===== src/bpred_defines.svh =====
`ifndef BPRED_DEFINES_SVH
`define BPRED_DEFINES_SVH

// Instruction address width
`define BPRED_XLEN 32

// Counter table index width
// 4 bits gives a table of 16 counters
`define BPRED_BHT_IDX_BITS 4

// Return address stack entries
// The oldest entry falls off when a push hits a full stack
`define BPRED_RAS_DEPTH 4

`endif


===== src/bpred_pkg.sv =====
`include "bpred_defines.svh"

package bpred_pkg;

  // Instruction address
  typedef logic [`BPRED_XLEN-1:0] addr_t;

  // Counter table index, taken from pc[2 +: idx bits]
  typedef logic [`BPRED_BHT_IDX_BITS-1:0] bht_idx_t;

  // 2-bit saturating counter, upper bit means predict taken
  typedef logic [1:0] ctr_t;

  // Which rule flagged the mispredict
  typedef enum logic [1:0] {
    MP_NONE,
    MP_BRANCH,
    MP_JALR
  } mispred_kind_e;

  // Decoded instruction with its resolved outcome
  typedef struct packed {
    addr_t pc;
    logic  is_branch;
    // JAL or JALR that writes the link register
    logic  is_call;
    // JALR used as a return
    logic  is_ret;
    logic  actual_taken;
    addr_t actual_target;
  } inst_rec_t;

  // Instruction plus what the lookup stage guessed
  typedef struct packed {
    inst_rec_t inst;
    logic      pred_taken;
    addr_t     pred_target;
  } pred_rec_t;

  // Feedback from MEM to the lookup stage
  typedef struct packed {
    logic     valid;
    bht_idx_t idx;
    logic     taken;
    logic     push;
    logic     pop;
    addr_t    push_addr;
  } train_t;

  // Front-end redirect request
  typedef struct packed {
    logic          valid;
    addr_t         pc;
    mispred_kind_e kind;
  } redirect_t;

  // Table index for a given pc
  function automatic bht_idx_t pc_to_idx(addr_t pc);
    return pc[2+:`BPRED_BHT_IDX_BITS];
  endfunction

endpackage


===== src/bpred_lookup.sv =====
`include "bpred_defines.svh"

module bpred_lookup
  import bpred_pkg::*;
#(
  parameter bit ras_enable = 1'b1
) (
  input  logic      clk,
  input  logic      rst_n,
  input  logic      in_valid,
  input  inst_rec_t in_rec,
  input  train_t    train,
  output logic      ex_valid,
  output pred_rec_t ex_rec
);

  localparam int bht_entries = 1 << `BPRED_BHT_IDX_BITS;
  localparam int ras_depth = `BPRED_RAS_DEPTH;

  // Counter table
  ctr_t  bht[bht_entries];
  ctr_t  lookup_ctr;
  ctr_t  train_ctr;
  ctr_t  train_ctr_next;

  // RAS view seen by the predictor
  logic  ras_empty;
  addr_t ras_top;

  assign lookup_ctr = bht[pc_to_idx(in_rec.pc)];
  assign train_ctr  = bht[train.idx];

  // Saturating update of the trained counter
  always_comb begin
    train_ctr_next = train_ctr;
    if (train.taken && train_ctr != 2'b11) begin
      train_ctr_next = train_ctr + 2'd1;
    end else if (!train.taken && train_ctr != 2'b00) begin
      train_ctr_next = train_ctr - 2'd1;
    end
  end

  // All counters start weakly not-taken
  always_ff @(posedge clk) begin
    if (!rst_n) begin
      for (int i = 0; i < bht_entries; i++) begin
        bht[i] <= 2'b01;
      end
    end else if (train.valid) begin
      bht[train.idx] <= train_ctr_next;
    end
  end

  if (ras_enable) begin : g_ras
    typedef logic [$clog2(ras_depth+1)-1:0] ras_cnt_t;

    addr_t    ras_stack[ras_depth];
    ras_cnt_t ras_count;

    // Occupancy, saturating at full since old entries are dropped
    always_ff @(posedge clk) begin
      if (!rst_n) begin
        ras_count <= '0;
      end else if (train.push && !train.pop) begin
        if (ras_count != ras_cnt_t'(ras_depth)) begin
          ras_count <= ras_count + 1'b1;
        end
      end else if (train.pop && !train.push) begin
        if (ras_count != '0) begin
          ras_count <= ras_count - 1'b1;
        end
      end else if (train.push && train.pop && ras_count == '0) begin
        ras_count <= ras_cnt_t'(1);
      end
    end

    // Entry 0 is the top, a push shifts everything one slot deeper
    always_ff @(posedge clk) begin
      if (train.push && train.pop) begin
        // Pop then push collapses to replacing the top
        ras_stack[0] <= train.push_addr;
      end else if (train.push) begin
        for (int i = ras_depth - 1; i > 0; i--) begin
          ras_stack[i] <= ras_stack[i-1];
        end
        ras_stack[0] <= train.push_addr;
      end else if (train.pop) begin
        for (int i = 0; i < ras_depth - 1; i++) begin
          ras_stack[i] <= ras_stack[i+1];
        end
      end
    end

    assign ras_empty = (ras_count == '0);
    assign ras_top   = ras_stack[0];
  end else begin : g_no_ras
    // Returns are never predicted
    assign ras_empty = 1'b1;
    assign ras_top   = '0;
  end

  // Attach the prediction
  always_comb begin
    ex_rec.inst        = in_rec;
    ex_rec.pred_taken  = 1'b0;
    ex_rec.pred_target = in_rec.pc + addr_t'(4);
    if (in_rec.is_branch) begin
      // Direction only, target stands in for a BTB hit
      ex_rec.pred_taken  = lookup_ctr[1];
      ex_rec.pred_target = in_rec.actual_target;
    end else if (in_rec.is_ret && !ras_empty) begin
      ex_rec.pred_taken  = 1'b1;
      ex_rec.pred_target = ras_top;
    end
  end

  assign ex_valid = in_valid;

endmodule


===== src/bpred_ex_mem_reg.sv =====
module bpred_ex_mem_reg
  import bpred_pkg::*;
(
  input  logic      clk,
  input  logic      rst_n,
  input  logic      ex_valid,
  input  pred_rec_t ex_rec,
  input  logic      flush,
  output logic      mem_valid,
  output pred_rec_t mem_rec
);

  // Register between EX and MEM
  // Mispredict compare runs off these flops, not the EX logic cone

  logic capture;

  // A flushed record is dropped on the way in
  assign capture = ex_valid && !flush;

  always_ff @(posedge clk) begin
    if (!rst_n) begin
      mem_valid <= 1'b0;
    end else begin
      mem_valid <= capture;
    end
  end

  // Payload holds its old value when nothing is captured
  always_ff @(posedge clk) begin
    if (capture) begin
      mem_rec <= ex_rec;
    end
  end

endmodule


===== src/bpred_mem_check.sv =====
module bpred_mem_check
  import bpred_pkg::*;
#(
  parameter bit ras_enable = 1'b1
) (
  input  logic      clk,
  input  logic      rst_n,
  input  logic      mem_valid,
  input  pred_rec_t mem_rec,
  output logic      flush,
  output train_t    train,
  output redirect_t redirect,
  output logic      retire_valid,
  output addr_t     retire_pc
);

  logic          branch_mispred;
  logic          jalr_mispred;
  addr_t         pc_plus4;
  addr_t         redirect_pc_d;
  mispred_kind_e kind_d;

  assign pc_plus4 = mem_rec.inst.pc + addr_t'(4);

  // Branch direction check
  assign branch_mispred = mem_valid && mem_rec.inst.is_branch &&
      (mem_rec.inst.actual_taken != mem_rec.pred_taken);

  if (ras_enable) begin : g_jalr_ras
    // Wrong if nothing was predicted or the stack held another address
    assign jalr_mispred = mem_valid && mem_rec.inst.is_ret &&
        (!mem_rec.pred_taken || (mem_rec.pred_target != mem_rec.inst.actual_target));
  end else begin : g_jalr_no_ras
    // No stack, so every return redirects
    assign jalr_mispred = mem_valid && mem_rec.inst.is_ret;
  end

  // Kill the instruction behind the one being checked
  assign flush = branch_mispred || jalr_mispred;

  // Where the front end must restart, and why
  always_comb begin
    kind_d        = MP_NONE;
    redirect_pc_d = mem_rec.inst.actual_target;
    if (branch_mispred) begin
      kind_d = MP_BRANCH;
      // Not-taken resolves to the fall-through
      if (!mem_rec.inst.actual_taken) begin
        redirect_pc_d = pc_plus4;
      end
    end else if (jalr_mispred) begin
      kind_d = MP_JALR;
    end
  end

  // Training back to the lookup stage, same cycle
  always_comb begin
    train.valid     = mem_valid && mem_rec.inst.is_branch;
    train.idx       = pc_to_idx(mem_rec.inst.pc);
    train.taken     = mem_rec.inst.actual_taken;
    train.push      = mem_valid && mem_rec.inst.is_call;
    train.pop       = mem_valid && mem_rec.inst.is_ret;
    // Link address of the call
    train.push_addr = pc_plus4;
  end

  // Registered outputs, one cycle after the check
  always_ff @(posedge clk) begin
    redirect.pc <= redirect_pc_d;
    retire_pc   <= mem_rec.inst.pc;
    if (!rst_n) begin
      redirect.valid <= 1'b0;
      redirect.kind  <= MP_NONE;
      retire_valid   <= 1'b0;
    end else begin
      redirect.valid <= flush;
      redirect.kind  <= kind_d;
      // A mispredicting instruction still retires
      retire_valid   <= mem_valid;
    end
  end

endmodule


===== src/bpred_top.sv =====
module bpred_top
  import bpred_pkg::*;
#(
  parameter bit ras_enable = 1'b1
) (
  input  logic      clk,
  input  logic      rst_n,
  input  logic      in_valid,
  input  inst_rec_t in_rec,
  output redirect_t redirect,
  output logic      retire_valid,
  output addr_t     retire_pc
);

  // EX side, straight out of the lookup
  logic      ex_valid;
  pred_rec_t ex_rec;

  // MEM side, after the pipeline register
  logic      mem_valid;
  pred_rec_t mem_rec;

  // Feedback from the check stage
  train_t    train;
  logic      flush;

  bpred_lookup #(
    .ras_enable(ras_enable)
  ) u_lookup (
    .clk     (clk),
    .rst_n   (rst_n),
    .in_valid(in_valid),
    .in_rec  (in_rec),
    .train   (train),
    .ex_valid(ex_valid),
    .ex_rec  (ex_rec)
  );

  bpred_ex_mem_reg u_ex_mem_reg (
    .clk      (clk),
    .rst_n    (rst_n),
    .ex_valid (ex_valid),
    .ex_rec   (ex_rec),
    .flush    (flush),
    .mem_valid(mem_valid),
    .mem_rec  (mem_rec)
  );

  bpred_mem_check #(
    .ras_enable(ras_enable)
  ) u_mem_check (
    .clk         (clk),
    .rst_n       (rst_n),
    .mem_valid   (mem_valid),
    .mem_rec     (mem_rec),
    .flush       (flush),
    .train       (train),
    .redirect    (redirect),
    .retire_valid(retire_valid),
    .retire_pc   (retire_pc)
  );

endmodule


===== config.mk =====
export PLATFORM = sky130hd
export DESIGN_NAME = bpred_top
export DESIGN_NICKNAME = d
export VERILOG_FILES = /design/src/bpred_pkg.sv /design/src/bpred_lookup.sv /design/src/bpred_ex_mem_reg.sv /design/src/bpred_mem_check.sv /design/src/bpred_top.sv
export VERILOG_INCLUDE_DIRS = /design/src /design/src/src
export SDC_FILE = /design/constraint.sdc
export NUM_CORES = 1
export LEC_CHECK = 0
export BUFFER_PORTS_ARGS = -buffer_cell sky130_fd_sc_hd__buf_4
export CAP_MARGIN = 20
export CORE_UTILIZATION = 40
export CTS_BUF_LIST = sky130_fd_sc_hd__clkbuf_2
export CTS_CLUSTER_SIZE = 20
export DETAILED_ROUTE_END_ITERATION = 16
export GPL_TIMING_DRIVEN = 0
export SETUP_SLACK_MARGIN = 0.15
export SLEW_MARGIN = 15
export SYNTH_ARGS = -nofsm -noshare
export SYNTH_HDL_FRONTEND = slang
export SYNTH_SLANG_ARGS = --single-unit

===== constraint.sdc =====
create_clock -name clk -period 4.95 [get_ports clk]
set_input_delay 0.2475 -clock clk [delete_from_list [all_inputs] [get_ports clk]]
set_output_delay 0.2475 -clock clk [all_outputs]
set_load 0.005 [all_outputs]

After elaboration in Yosys (flattened, before gate mapping) --
Memories as Yosys holds them, arrays and structs flattened. A register that Yosys moved wholly into a read port is not among the register bits. Index checks and enable logic that the tools add are counted.
Word-level totals: input bits 71, RAM bits 160, memories kept 2, register bits after elaboration 173
Memory list:
- u_lookup.g_ras.ras_stack | depth 4, width 32, read ports 4, clocked after Yosys merged registers in 0, wr ports 4, RTL line bpred_lookup.sv:57 | addr_t ras_stack[ras_depth];
- u_lookup.bht | depth 16, width 2, read ports 2, clocked after Yosys merged registers in 1, wr ports 16, RTL line bpred_lookup.sv:21 | ctr_t bht[bht_entries];
Operators by class: muxes and demuxes 34, reduce and logical (&&, ||, !) cells 28, bitwise operators 5, eq/ne operators 6, $add $sub $neg 6
Operator list (count):
- two-way mux 32 bit | 6
- two-way mux 33 bit | 2
- adder 32 x 3 -> 32 bit (second input constant) | 2
- inequality test 32 bit | 1
- two-way mux 1 bit | 15
- two-way mux 3 bit | 5
- logical AND 1 bit | 13
- two-way mux 2 bit | 4
- two-way mux 4 bit | 2
- logical NOT 1 bit | 6
- nonzero test 3 bit | 2
- inequality test 2 bit (second input constant) | 2
- OR 1 bit | 4
- OR reduction 2 bit | 2
- adder 3 x 1 -> 3 bit (second input constant) | 1
- logical NOT 3 bit | 1
- inequality test 3 x 2 -> 1 bit (second input constant) | 1
- inequality test 3 bit (second input constant) | 1
- AND reduction 3 bit | 1
- subtractor 3 x 1 -> 3 bit (second input constant) | 1
- adder 2 x 1 -> 2 bit (second input constant) | 1
- logical OR 1 bit | 2
- nonzero test 2 bit | 1
- subtractor 2 x 1 -> 2 bit (second input constant) | 1
- other kinds (2) | 2

Depth between registers and ports, before layout --
depth after elaboration 7, gate-level depth with buffers 12, depth with buffers taken out 10

By module --
From an unflattened synthesis, not the netlist that was laid out.
Second synthesis, totals: cell total of the unflattened synthesis 1073, area, all modules 14863.0 um^2
By module, submodules not included:
- bpred_lookup | cells each 714, area an instance 8962.3 um^2, instances 1
- bpred_ex_mem_reg | cells each 104, area an instance 3067.9 um^2, instances 1
- bpred_mem_check | cells each 255, area an instance 2832.7 um^2, instances 1

Least setup slack after synthesis --
No wires, ideal clock.
kind register -> register, from register u_ex_mem_reg.mem_rec[45] (netlist name), to register (tool-made name), period minus slack after synthesis 4.509 ns, path slack 0.441 ns, data required time 4.823 ns, arrival time 4.381 ns, path buffers 0, cell stages (with the launch flop) 7, cells stage by stage edfxtp_1 > xnor2_1 > nand2_1 > a2111oi_0 > nand4_1 > a21oi_2 > mux2_1

Final worst setup path --
from register u_ex_mem_reg.mem_rec[45] (netlist name), to register u_ex_mem_reg.mem_rec[90] (netlist name)
On the way: cells in the longest elaborated chain, start to end 6
Ends and longest elaborated chain:
- inequality test 32 bit | RTL line bpred_mem_check.sv:32 | (!mem_rec.pred_taken || (mem_rec.pred_target != mem_rec.inst.actual_target));
- logical OR 1 bit | RTL line bpred_mem_check.sv:32
- logical AND 1 bit | RTL line bpred_mem_check.sv:31 | assign jalr_mispred = mem_valid && mem_rec.inst.is_ret &&
- logical OR 1 bit | RTL line bpred_mem_check.sv:39 | assign flush = branch_mispred || jalr_mispred;
- logical NOT 1 bit | RTL line bpred_ex_mem_reg.sv:19 | assign capture = ex_valid && !flush;
- logical AND 1 bit | RTL line bpred_ex_mem_reg.sv:19
- named net u_ex_mem_reg.capture | RTL line bpred_ex_mem_reg.sv:16 | logic capture;
The timed path passes the listed nets, and every way through them passes these cells. A chain may end at the register's enable or synchronous reset.

==> key figures <==
Clock network
  • Clock Latency Late Sink: 0.98 ns
  • Clock Pin Slew Worst Setup and Hold Paths: 0.11 ns
  • CTS Buf Count: 87
  • Number of setup buffers added after CTS: 0
  • Clk buf depth: 3
  • H-tree levels: 3
  • CTS tree: yes
  • CTS Sinks: 337
  • CTS root buffer: clkbuf_2
  • Resized cells post-CTS: 0
  • # hold bufs at CTS: roughly 130

Timing
  • Worst Tran Pin Value: 0.9770 ns
  • Max_slew headroom: 34.86%
  • Crit share post-route: about 67%
  • Worst hold slack: 0.08731 ns
  • Final slew viol count: 0
  • Worst Skew: 0.09509 ns
  • Fmax: about 300 MHz
  • Fin crit period: 3.331 ns
  • Final Hold Vio Count: 0
  • RSZ-0062 raised after global routing: no
  • Final setup violation count: 0

Synth
  • Synth warn: 0
  • Post-Synthesis Cells: 1053
  • Syn_area_per_cell: 13.53 um^2
  • Synthesized Nets: 1138
  • Synth cell types: between 50 and 60
  • Register area share after synthesis: 65.71%
  • EDFF count, synth: 261
  • Synth async-reset ratio: 0%
  • #FFs+latches synth: ~340
  • Synth Cell Area: 0.01424 mm^2
  • Synth Flop Type: edfxtp_1

Setup path
  • Largest stage delay on the critical path: 0.68 ns
  • Critical Path Fanout Max: 23
  • Cell mode on critical path: buf_16
  • Critical path launch point type: flip-flop
  • R2R depth: 8
  • CP Capture Type: flip-flop
  • Slowest CP cell: a2111oi_0
  • WP data required: 5.60 ns
  • Data arrival, critical path: around 4.0 ns
  • Critical Path, Cell by Cell: xnor2_1 -> nand2_1 -> a2111oi_0 -> nand4_1 -> a21oi_4 -> buf_12 -> buf_16 -> buf_16
  • Reg2Reg Setup Slack: 1.62 ns
  • Crit path kind: flip-flop to flip-flop

Floorplanning
  • DIE AREA: 0.03637 mm^2
  • Site Rows: 68
  • Io pins: ~140
  • Die height: 190.7 um
  • Die Wd: ~190 um
  • Initial Utilization: 40.93%
  • Core Box Area: between 0.03 and 0.04 mm^2

Finish
  • Commonest non-fill, non-tap cell in the layout: edfxtp_1
  • Post-route cell area: roughly 0.018 mm^2
  • Area growth syn-to-layout: 28.15%
  • Most frequent cells in the layout: edfxtp_1 (261), clkbuf_2 (145), buf_4 (138), dlygate4sd3_1 (133), nand2_1 (129)
  • Layout Nets: 1506
  • Fin cells: 1950
  • Share of cells above drive strength 1: 26.84%

Placed design
  • Inst Count DP: about 1.7k
  • HPWL Detailed: 26220 um
  • Area after DPL: 0.01607 mm^2
  • RD Place Congestion: 0.8131
  • Port-buffer cells: approximately 140

Worst hold path
  • Worst Hold Path Cells: 2
  • Hold crit path type: primary input to flip-flop

Global routing
  • Largest net degree at the start of global routing: between 50 and 60
  • Gr ovfl total: 0
  • Number of global-route vias before repair: 10.09k
  • Tot GR Track Use: approximately 22%
  • Initial antenna violation count: 1
  • First-pass GRT wire length: 58680 um

Power
  • Leak: between 6 and 7 nW
  • Tot Pwr: between 0.006 and 0.007 W
  • Pwr Density: between 300 and 400 mW/mm^2
  • Max VDD drop: 0.1561 mV

Routing
  • Avg WL per Cell: 20.14 um
  • DRC: 0
  • Vias per inst: approximately 5.1
  • Drt pass-1 iters: 5
  • Iter 0 DRT Violations: 764
  • Post-Route WL: 39270 um
  • Number of vias in the routed layout: 9969
  • Routed Antenna Nets: 0

Flow run
  • Max-capacitance violation count: 0

Status
  • Status: finished, final reports clean
## cell type report
cell class | count | area (um^2)
Tap cell | 455 | 569.3
Clock buffer | 144 | 720.7
Sequential cell | 337 | 9359
Timing Repair Buffer | 279 | 2565
Multi-Input combinational cell | 622 | 4533
Antenna cell | 1 | 2.502
Buffer | 49 | 205.2
Clock inverter | 18 | 130.1
Inverter | 45 | 168.9
Fill cell | 3049 | 16540
## layer usage
metal / global-route usage (%) / wire length [um] / vias up
li1: - / - / 4608
met1: 29.14 / 16880 / 4915
met2: 35.27 / 18700 / 382
met3: 5.006 / 2756 / 64
met4: 8.369 / 929 / 0
met5: 0 / 0 / -
## synthesized netlist by cell type, types with 3 or more instances
cell type	n	area [um^2]
and4_1	4	35.03
inv_2	3	11.26
nand2b_1	4	25.02
nand3_2	6	60.06
nor2b_1	3	18.77
mux2_1	8	90.09
xor2_1	31	271.5
a221oi_1	4	35.03
dfxtp_1	76	1521
mux2_2	72	810.8
xnor2_1	55	481.7
nor3_1	10	50.05
and2_1	10	62.56
o21ai_1	38	190.2
nand3_1	29	145.1
nor2_1	52	195.2
buf_2	4	20.02
nand2_1	129	484.2
inv_1	42	157.7
and3_1	15	93.84
edfxtp_1	261	7838
mux4_2	7	157.7
a21oi_1	19	95.09
ha_1	14	175.2
nor4_1	4	25.02
o21ai_0	17	85.08
nand4_1	23	143.9
o221ai_1	7	61.31
mux2i_1	37	370.4
clkbuf_1	40	150.1
mux4_1	6	157.7
## where the power goes
part	switching, W	internal [W]
clock	0.00117	0.000863
sequential	0.000100	0.00326
combinational	0.000436	0.000377
total	0.00171	0.00450
## worst max-delay path: cells and delay by family (launching register included)
kind | cells | cell delay (ns)
AND/OR/NAND/NOR | 2 | 0.55
flip-flops | 1 | 0.42
buffers and inverters | 3 | 0.62
XOR/XNOR | 1 | 0.22
AO/OA/AOI/OAI | 2 | 1.16
## sequential cells by signal (all words and copies together) (netlist names), named ones only
signal,flops
u_ex_mem_reg.mem_rec,101
u_ex_mem_reg.mem_valid,1
u_lookup.bht,32
u_lookup.g_ras.ras_count,3
u_lookup.g_ras.ras_stack,128
u_mem_check.redirect,35
u_mem_check.retire_pc,32
u_mem_check.retire_valid,1
## final timing paths
path / startpoint / end
worst max-delay path: u_ex_mem_reg.mem_rec[45] / u_ex_mem_reg.mem_rec[90]
worst min-delay path: in_rec[54] / u_ex_mem_reg.mem_rec[87]
worst min register to register: u_ex_mem_reg.mem_rec[73] / u_mem_check.retire_pc[4]
worst max register to register: u_ex_mem_reg.mem_rec[45] / u_ex_mem_reg.mem_rec[90]
## cells by family (layout without fill, tap and decap cells)
logic type,after synthesis,after routing,share of synthesized area (%)
fa+ha+maj,14,14,1.230
buf+inv,94,535,2.626
compound gates,93,93,3.804
simple gates,297,297,9.917
flops,337,337,65.71
xor+xnor,87,87,5.481
other cells,0,1,0
mux,131,131,11.24
## stage by stage
step	worst slack (ns)	util [%]	setup TNS [ns]
after CTS	1.636	52.45	0
final	1.619	52.46	0
after floorplan	0.4412	-	0
after detailed placement	1.698	46.18	0
after global placement	-1.837	45.55	-193.23
after global routing	1.514	52.46	0
(Power assumes the default switching activity.)
